===== config.mk =====
export PLATFORM = sky130hd
export DESIGN_NAME = discrete_mapper
export DESIGN_NICKNAME = d
export VERILOG_FILES = /design/src/rtl/nes_bus_pkg.sv /design/src/rtl/mapper_pkg.sv /design/src/rtl/bank_regs.sv /design/src/rtl/prg_map.sv /design/src/rtl/chr_map.sv /design/src/rtl/discrete_mapper.sv
export SDC_FILE = /design/constraint.sdc
export NUM_CORES = 1
export LEC_CHECK = 0
export BUFFER_PORTS_ARGS = -buffer_cell sky130_fd_sc_hd__buf_2
export CAP_MARGIN = 20
export CORE_UTILIZATION = 33
export DETAILED_ROUTE_END_ITERATION = 16
export PLACE_DENSITY = 0.81
export SLEW_MARGIN = 0
export SYNTH_ARGS = -nofsm -noshare
export SYNTH_HDL_FRONTEND = slang
export SYNTH_SLANG_ARGS = --single-unit

===== constraint.sdc =====
create_clock -name clk -period 1.19 [get_ports clk]
set_clock_uncertainty 0.2 [all_clocks]
set_input_delay 0.0595 -clock clk [delete_from_list [all_inputs] [get_ports clk]]
set_output_delay 0.0595 -clock clk [all_outputs]
set_load 0.05 [all_outputs]

===== src/rtl/nes_bus_pkg.sv =====
// Bus widths and SDRAM region layout shared by the mapper RTL
// Pulled in by scoped names in port lists and a wildcard import in bodies
`default_nettype none

package nes_bus_pkg;

	// CPU side
	localparam int CPU_AW = 16;         // 6502 address bus
	localparam int DATA_W = 8;          // CPU data bus

	// PPU side
	localparam int PPU_AW = 14;         // Pattern plus nametable space

	// SDRAM side
	localparam int MEM_AW = 22;         // 4 MB of cartridge memory

	// PRG ROM starts at address zero
	// CHR data lives in the upper half of SDRAM
	localparam int CHR_REGION_BIT = 21; // Set for every CHR access

	// CPU address as seen by the cartridge slot
	typedef logic [CPU_AW-1:0] cpu_addr_t;

	// PPU address as seen by the cartridge slot
	typedef logic [PPU_AW-1:0] ppu_addr_t;

	// Mapped SDRAM address
	typedef logic [MEM_AW-1:0] mem_addr_t;

	// CPU write data
	typedef logic [DATA_W-1:0] data_t;

endpackage

`default_nettype wire


===== src/rtl/mapper_pkg.sv =====
// Board numbers and bank layout constants for the discrete-logic mappers
// Shared by register decode and the PRG and CHR address mapping blocks
`default_nettype none

package mapper_pkg;

	// iNES mapper numbers handled by this controller
	typedef enum logic [7:0] {
		MAP_NROM         = 8'd0,   // No registers
		MAP_COLOR_DREAMS = 8'd11,  // 32K PRG plus 8K CHR
		MAP_BXROM        = 8'd34,  // 32K PRG only
		MAP_GXROM        = 8'd66,  // 32K PRG plus 8K CHR
		MAP_CAMERICA     = 8'd71,  // 16K switchable plus fixed last
		MAP_CAMERICA_232 = 8'd232  // Camerica with outer bank
	} mapper_e;

	// Bank placement in the PRG address
	localparam int PRG32_SHIFT = 15;          // 32 KB window

	localparam int PRG16_SHIFT = 14;          // 16 KB window

	// Bank placement in the CHR address
	localparam int CHR8_SHIFT  = 13;          // 8 KB pattern bank

	// Camerica fixed upper bank
	// The $C000 window always sees the last 16 KB of PRG ROM
	localparam logic [3:0] LAST16_BANK = 4'b1111;

endpackage

`default_nettype wire


===== src/rtl/bank_regs.sv =====
// Bank and mirroring registers for the discrete boards
// Decodes CPU writes into the ROM window per board and latches on ce
`timescale 1ns/1ps
`default_nettype none

module bank_regs #(
	parameter int PRG_BANK_W = 6,               // PRG bank register width
	parameter int CHR_BANK_W = 4                // CHR bank register width
) (
	input  logic                   clk,
	input  logic                   rst_n,         // Async clear of all banks
	input  logic                   ce,            // One cycle per CPU bus access
	input  mapper_pkg::mapper_e    mapper_id,     // Stable between resets
	input  nes_bus_pkg::cpu_addr_t prg_ain,       // Used for write decode only
	input  logic                   prg_write,
	input  nes_bus_pkg::data_t     prg_din,
	output logic [PRG_BANK_W-1:0]  prg_bank,      // Inner PRG bank
	output logic [CHR_BANK_W-1:0]  chr_bank,      // 8K CHR bank
	output logic [1:0]             outer_bank,    // #232 outer 64K block
	output logic                   ciram_select   // Fire Hawk one-screen page
);
	import mapper_pkg::*;

	logic                  wr_stb;             // Qualified write strobe
	logic                  in_rom;             // $8000-$FFFF
	logic                  in_lo_half;         // $8000-$BFFF
	logic                  in_hi_half;         // $C000-$FFFF
	logic                  in_first8k;         // $8000-$9FFF
	logic                  prg_ld;
	logic                  chr_ld;
	logic                  outer_ld;
	logic                  ciram_ld;
	logic [PRG_BANK_W-1:0] prg_nxt;
	logic [CHR_BANK_W-1:0] chr_nxt;

	assign wr_stb     = ce & prg_write;
	assign in_rom     = prg_ain[15];
	assign in_lo_half = (prg_ain[15:14] == 2'b10);
	assign in_hi_half = (prg_ain[15:14] == 2'b11);
	assign in_first8k = (prg_ain[15:13] == 3'b100);

	// Per-board window and data layout
	always_comb begin
		prg_ld   = 1'b0;
		chr_ld   = 1'b0;
		outer_ld = 1'b0;
		ciram_ld = 1'b0;
		prg_nxt  = '0;
		chr_nxt  = '0;
		case (mapper_id)
			MAP_COLOR_DREAMS: begin
				prg_ld  = in_rom;
				chr_ld  = in_rom;
				prg_nxt = PRG_BANK_W'(prg_din[1:0]);  // PRG in low bits
				chr_nxt = CHR_BANK_W'(prg_din[7:4]);  // CHR in high nibble
			end
			MAP_GXROM: begin
				prg_ld  = in_rom;
				chr_ld  = in_rom;
				prg_nxt = PRG_BANK_W'(prg_din[5:4]);  // Swapped vs Color Dreams
				chr_nxt = CHR_BANK_W'(prg_din[1:0]);
			end
			MAP_BXROM: begin
				prg_ld  = in_rom;                     // CHR stays at bank 0
				prg_nxt = PRG_BANK_W'(prg_din[5:0]);  // Oversize 6-bit bank
			end
			MAP_CAMERICA: begin
				prg_ld   = in_hi_half;                // Bank select at $C000
				ciram_ld = in_first8k;                // Fire Hawk mirroring at $8000
				prg_nxt  = PRG_BANK_W'(prg_din[3:0]);
			end
			MAP_CAMERICA_232: begin
				prg_ld   = in_hi_half;                // Inner bank at $C000
				outer_ld = in_lo_half;                // Outer bank at $8000
				prg_nxt  = PRG_BANK_W'(prg_din[1:0]);
			end
			default: ;                                // NROM has no registers
		endcase
	end

	// Registers take the decoded value on a qualified strobe
	always_ff @(posedge clk or negedge rst_n) begin
		if (!rst_n) begin
			prg_bank     <= '0;
			chr_bank     <= '0;
			outer_bank   <= 2'b00;
			ciram_select <= 1'b0;
		end else if (wr_stb) begin
			if (prg_ld)
				prg_bank <= prg_nxt;
			if (chr_ld)
				chr_bank <= chr_nxt;
			if (outer_ld)
				outer_bank <= prg_din[4:3];          // 64K block select
			if (ciram_ld)
				ciram_select <= prg_din[4];          // One-screen page
		end
	end

endmodule

`default_nettype wire


===== src/rtl/prg_map.sv =====
// CPU address to PRG ROM address translation
// Picks 32K or 16K banking per board, combinational from prg_ain
`timescale 1ns/1ps
`default_nettype none

module prg_map #(
	parameter int PRG_BANK_W = 6                  // PRG bank register width
) (
	input  mapper_pkg::mapper_e    mapper_id,
	input  nes_bus_pkg::cpu_addr_t prg_ain,       // CPU address
	input  logic                   prg_write,
	input  logic [PRG_BANK_W-1:0]  prg_bank,      // From bank_regs
	input  logic [1:0]             outer_bank,    // #232 only
	output nes_bus_pkg::mem_addr_t prg_aout,      // PRG ROM address
	output logic                   prg_allow      // ROM read grant
);
	import nes_bus_pkg::*;
	import mapper_pkg::*;

	logic [3:0] bank16;                 // 16K bank for Camerica boards
	mem_addr_t  addr32;                 // 32K banked address
	mem_addr_t  addr16;                 // 16K banked address
	mem_addr_t  addr_nrom;              // Straight 32K

	// Camerica upper half is pinned to a fixed bank
	always_comb begin
		if (mapper_id == MAP_CAMERICA_232) begin
			if (prg_ain[14])
				bank16 = {outer_bank, 2'b11};         // Last bank of the outer block
			else
				bank16 = {outer_bank, prg_bank[1:0]};
		end else begin
			if (prg_ain[14])
				bank16 = LAST16_BANK;                 // Fixed last 16K
			else
				bank16 = prg_bank[3:0];
		end
	end

	assign addr32    = (mem_addr_t'(prg_bank) << PRG32_SHIFT)
	                 | mem_addr_t'(prg_ain[14:0]);
	assign addr16    = (mem_addr_t'(bank16) << PRG16_SHIFT)
	                 | mem_addr_t'(prg_ain[13:0]);
	assign addr_nrom = mem_addr_t'(prg_ain[14:0]);  // PRG ROM sits at zero

	// Board select
	always_comb begin
		case (mapper_id)
			MAP_COLOR_DREAMS,
			MAP_GXROM,
			MAP_BXROM:        prg_aout = addr32;
			MAP_CAMERICA,
			MAP_CAMERICA_232: prg_aout = addr16;
			default:          prg_aout = addr_nrom; // NROM
		endcase
	end

	// Reads only, upper 32K only
	assign prg_allow = prg_ain[15] & ~prg_write;

endmodule

`default_nettype wire


===== src/rtl/chr_map.sv =====
// PPU address to CHR address and nametable routing
// Pattern fetches go to SDRAM and nametable fetches to CIRAM
`timescale 1ns/1ps
`default_nettype none

module chr_map #(
	parameter int CHR_BANK_W = 4                  // CHR bank register width
) (
	input  mapper_pkg::mapper_e    mapper_id,
	input  nes_bus_pkg::ppu_addr_t chr_ain,       // PPU address
	input  logic [CHR_BANK_W-1:0]  chr_bank,      // From bank_regs
	input  logic                   ciram_select,  // Fire Hawk page
	input  logic                   mirror_vertical, // Header mirroring bit
	input  logic                   chr_ram,       // CHR is writable RAM
	output nes_bus_pkg::mem_addr_t chr_aout,      // CHR SDRAM address
	output logic                   chr_allow,     // CHR write grant
	output logic                   vram_a10,      // CIRAM A10
	output logic                   vram_ce        // Route to CIRAM
);
	import nes_bus_pkg::*;
	import mapper_pkg::*;

	mem_addr_t chr_offs;                // Bank plus offset in bank
	logic      one_screen;              // Fire Hawk single page mode

	assign chr_offs = (mem_addr_t'(chr_bank) << CHR8_SHIFT)
	                | mem_addr_t'(chr_ain[12:0]);
	assign chr_aout = (mem_addr_t'(1) << CHR_REGION_BIT) | chr_offs; // Into the CHR region

	assign chr_allow = chr_ram;          // Writes only land in CHR RAM
	assign vram_ce   = chr_ain[13];      // $2000-$3FFF is nametable space

	// Fire Hawk carts ship with horizontal in the header
	assign one_screen = (mapper_id == MAP_CAMERICA) & ~mirror_vertical;

	always_comb begin
		if (mirror_vertical)
			vram_a10 = chr_ain[10];           // Vertical mirroring
		else if (one_screen)
			vram_a10 = ciram_select;          // Register picks the page
		else
			vram_a10 = chr_ain[11];           // Horizontal mirroring
	end

endmodule

`default_nettype wire


===== src/rtl/discrete_mapper.sv =====
// Top level of the discrete-logic cartridge controller
// Connects register decode to the PRG and CHR/nametable address maps
`timescale 1ns/1ps
`default_nettype none

module discrete_mapper #(
	parameter int PRG_BANK_W = 6,               // BxROM needs all 6 bits
	parameter int CHR_BANK_W = 4                // Color Dreams CHR nibble
) (
	input  logic                   clk,
	input  logic                   rst_n,
	input  logic                   ce,              // CPU bus cycle strobe
	input  mapper_pkg::mapper_e    mapper_id,       // Change only in reset
	input  logic                   mirror_vertical, // Header bit
	input  logic                   chr_ram,         // CHR is RAM
	input  nes_bus_pkg::cpu_addr_t prg_ain,
	input  logic                   prg_write,
	input  nes_bus_pkg::data_t     prg_din,
	input  nes_bus_pkg::ppu_addr_t chr_ain,
	output nes_bus_pkg::mem_addr_t prg_aout,
	output logic                   prg_allow,
	output nes_bus_pkg::mem_addr_t chr_aout,
	output logic                   chr_allow,
	output logic                   vram_a10,
	output logic                   vram_ce
);

	logic [PRG_BANK_W-1:0] prg_bank;            // Inner PRG bank
	logic [CHR_BANK_W-1:0] chr_bank;            // 8K CHR bank
	logic [1:0]            outer_bank;          // #232 outer block
	logic                  ciram_select;        // One-screen page

	// Write decode and bank state
	bank_regs #(
		.PRG_BANK_W (PRG_BANK_W),
		.CHR_BANK_W (CHR_BANK_W)
	) u_bank_regs (
		.clk          (clk),
		.rst_n        (rst_n),
		.ce           (ce),
		.mapper_id    (mapper_id),
		.prg_ain      (prg_ain),
		.prg_write    (prg_write),
		.prg_din      (prg_din),
		.prg_bank     (prg_bank),
		.chr_bank     (chr_bank),
		.outer_bank   (outer_bank),
		.ciram_select (ciram_select)
	);

	// CPU side mapping
	prg_map #(
		.PRG_BANK_W (PRG_BANK_W)
	) u_prg_map (
		.mapper_id  (mapper_id),
		.prg_ain    (prg_ain),
		.prg_write  (prg_write),
		.prg_bank   (prg_bank),
		.outer_bank (outer_bank),
		.prg_aout   (prg_aout),
		.prg_allow  (prg_allow)
	);

	// PPU side mapping
	chr_map #(
		.CHR_BANK_W (CHR_BANK_W)
	) u_chr_map (
		.mapper_id       (mapper_id),
		.chr_ain         (chr_ain),
		.chr_bank        (chr_bank),
		.ciram_select    (ciram_select),
		.mirror_vertical (mirror_vertical),
		.chr_ram         (chr_ram),
		.chr_aout        (chr_aout),
		.chr_allow       (chr_allow),
		.vram_a10        (vram_a10),
		.vram_ce         (vram_ce)
	);

endmodule

`default_nettype wire


==> flow_metrics.tcl <==
set metrics [dict create \
    status "complete, but fails checks" \
    violations "negative hold slack, negative setup slack" \
    slew_headroom_pct 64.60 \
    synth_area_sq_mm 0.001090 \
    placed_cells 192 \
    setup_viol 18 \
    syn_inst 124 \
    final_layout_size_suffix_gt1_share_pct 52.85 \
    postRouteAntennaNets 0 \
    synth_compound_area_share_pct 13.32 \
    grt_overflow_total 0 \
    synthAdderAreaFrac_pct 0 \
    drt_first_pass_iters 4 \
    clock_sinks 13 \
    routabilityCongestion 0.8354 \
    cp_data_required_time_ns 0.93 \
    stdcell_count 237 \
    worstPathMaxFanout 5 \
    r2r_end "u_bank_regs.prg_bank[1]" \
    drtIter0Drc 21 \
    worstMarginPinSlew_ns 0.5333 \
    cts_tree "yes" \
    initial_core_util_pct 35.12 \
    power.total_mw 1.376 \
    wirelength_um 3268 \
    dp_worst_setup_slack_ns -0.5974 \
    start_kind "input pin" \
    die-area_sq_mm 0.003536 \
    cap_violations 0 \
    hold_buffers 36 \
    p_leak_nw 0.9655 \
    grt_start_max_net_pins 14 \
    h-tree-depth 1 \
    synth_top_cells_by_area "dfrtp_1 (30%), buf_4 (14%), clkbuf_1 (4.8%)" \
    reg2regPathDepth 1 \
    yosys.area_share.simple_pct 25.03 \
    fp.dieH_um 59.47 \
    min_path_cells 3 \
    clock_latency_ns 0.28 \
    fin_area_sq_mm 0.002049 \
    area_growth_pct 88.06 \
    vias 1156 \
    final-hold-violation-count 2 \
    root_buffer "clkbuf_4" \
    ys_ff_latch 13 \
    antenna_found_initial 0 \
    design.core.area_sq_mm 0.003103 \
    ios 100 \
    synthMuxAreaShare_pct 10.45 \
    final_nets 246 \
    dp_hpwl_um 2047 \
    routedWlPerCell_um 13.79 \
    yosysSeqAreaShare_pct 29.85 \
    io_buffers 41 \
    via_per_inst 4.878 \
    holdCritPathClass "in2reg" \
    rows 20 \
    grt_pass1_vias 1023 \
    synth-edff-count 0 \
    rrSetupSlack_ns 0.16 \
    ir_drop_mv 0.3395 \
    min_period_ns 1.500 \
    synthDistinctLibCells 40 \
    synth_warnings 0 \
    synthTopCellsByCount "buf_4 (21), clkbuf_1 (14), nand2_1 (14), dfrtp_1 (13), nor2_1 (6)" \
    cts_buffers 3 \
    synth_most_common_cell "buf_4" \
    cts_buffer_depth 2 \
    rsz0062_at_grt "yes" \
    worstSetupPathType "in2out" \
    diodes 0 \
    setup_ws_ns -0.3101 \
    avgSynthCellArea_sq_um 8.789 \
    slew_violations 0 \
    clk_pin_slew_ns 0.08 \
    end_kind "primary output" \
    powerDensity_mw_per_mm2 671.5 \
    synthArstFlopShare_pct 100.0 \
    grt_pass1_wl_um 4616 \
    grt_usage_pct 17.82 \
    synth_top_area_share_pct 29.85 \
    placed_area_sq_mm 0.001378 \
    reg2reg_from "u_bank_regs.prg_bank[1]" \
    ys.flop_type "dfrtp_1" \
    synth_top_family_by_area "simple AND/OR/NAND/NOR gates" \
    yosys.area.top_type "dfrtp_1" \
    whs_ns -0.03302 \
    post-route-drc-count 0 \
    synth_xor_area_share_pct 0 \
    arrival_ns 1.24 \
    holdCritStartpoint "prg_ain[13]" \
    hold_end "u_bank_regs.ciram_select" \
    fmax_mhz 666.6 \
    period_share_pct 126.1 \
    die_w_um 59.47 \
]
==> cell usage in the layout (no fill, tap or decap), types with 4 or more instances in the layout <==
cell type	count
conb_1	6
buf_4	16
mux2i_1	5
dfrtp_1	13
mux2_4	4
nand2_1	10
inv_1	4
clkbuf_4	5
dlygate4sd3_1	34
buf_8	5
buf_2	21
buf_6	13
==> power breakdown <==
group          switching, mW  internal [mW]
registers            0.00724          0.458
logic                  0.401          0.222
clock network          0.163          0.125
total                  0.571          0.805
==> metal layers <==
metal  vias to the layer above  global-route usage, %  share of wire, %
li1                        539                      -                 -
met1                       541                  19.73                37
met2                        71                  33.39                56
met3                         5                  2.838               5.9
met4                         0                  7.143               1.6
met5                         -                      0                 0
==> worst max-delay path by stage <==
stage	start	end	slack [ns]
after floorplan	mapper_id[6]	u_bank_regs.prg_bank[0]	-0.39
after global placement	mapper_id[5]	u_bank_regs.prg_bank[0]	-0.56
after detailed placement	mapper_id[5]	u_bank_regs.prg_bank[0]	-0.60
after CTS	mapper_id[4]	prg_aout[17]	-0.33
after global routing	mapper_id[7]	prg_aout[20]	-0.43
final	mapper_id[7]	prg_aout[20]	-0.31
==> kinds of logic after synthesis <==
logic type | after synthesis
simple gates | 42
buf+inv | 39
compound gates | 18
flops | 13
mux | 10
other cells | 2
==> final cells by class <==
class                      count  area [sq um]
fill                         243          1054
timing repair buffer          96         887.1
multi-input combinational     76         739.5
sequential                    13         325.3
tap                           44         55.05
clock buffer                   3         22.52
inverter                       4         15.01
clock inverter                 1         5.005
==> worst max-delay path: stages <==
cell,delay [ns]
buf_8,0.10
nor4b_4,0.41
o31ai_4,0.15
buf_6,0.16
buf_6,0.11
nor2_4,0.10
buf_8,0.15
==> state kept, by name (all words and copies together) (netlist names) <==
| register | flops |
|---|---|
| u_bank_regs.outer_bank | 2 |
| u_bank_regs.ciram_select | 1 |
| u_bank_regs.chr_bank | 4 |
| u_bank_regs.prg_bank | 6 |
==> per-stage QoR <==
| step | utilization, % | setup TNS (ns) |
|---|---|---|
| floorplan | - | -4.355 |
| global placement | 44.40 | -9.357 |
| detailed placement | 44.40 | -9.552 |
| CTS | 63.31 | -3.770 |
| global route | 66.05 | -5.607 |
| finish | 66.05 | -3.652 |
==> repair_timing <==
item,in CTS,in global routing
pin swaps,14,8
setup buffers,4,1
gates cloned,0,0
resized for setup,47,23
endpoints found under the setup margin,21,39
endpoints found under the hold margin,52,2
Power figures use the tool's default switching activity.
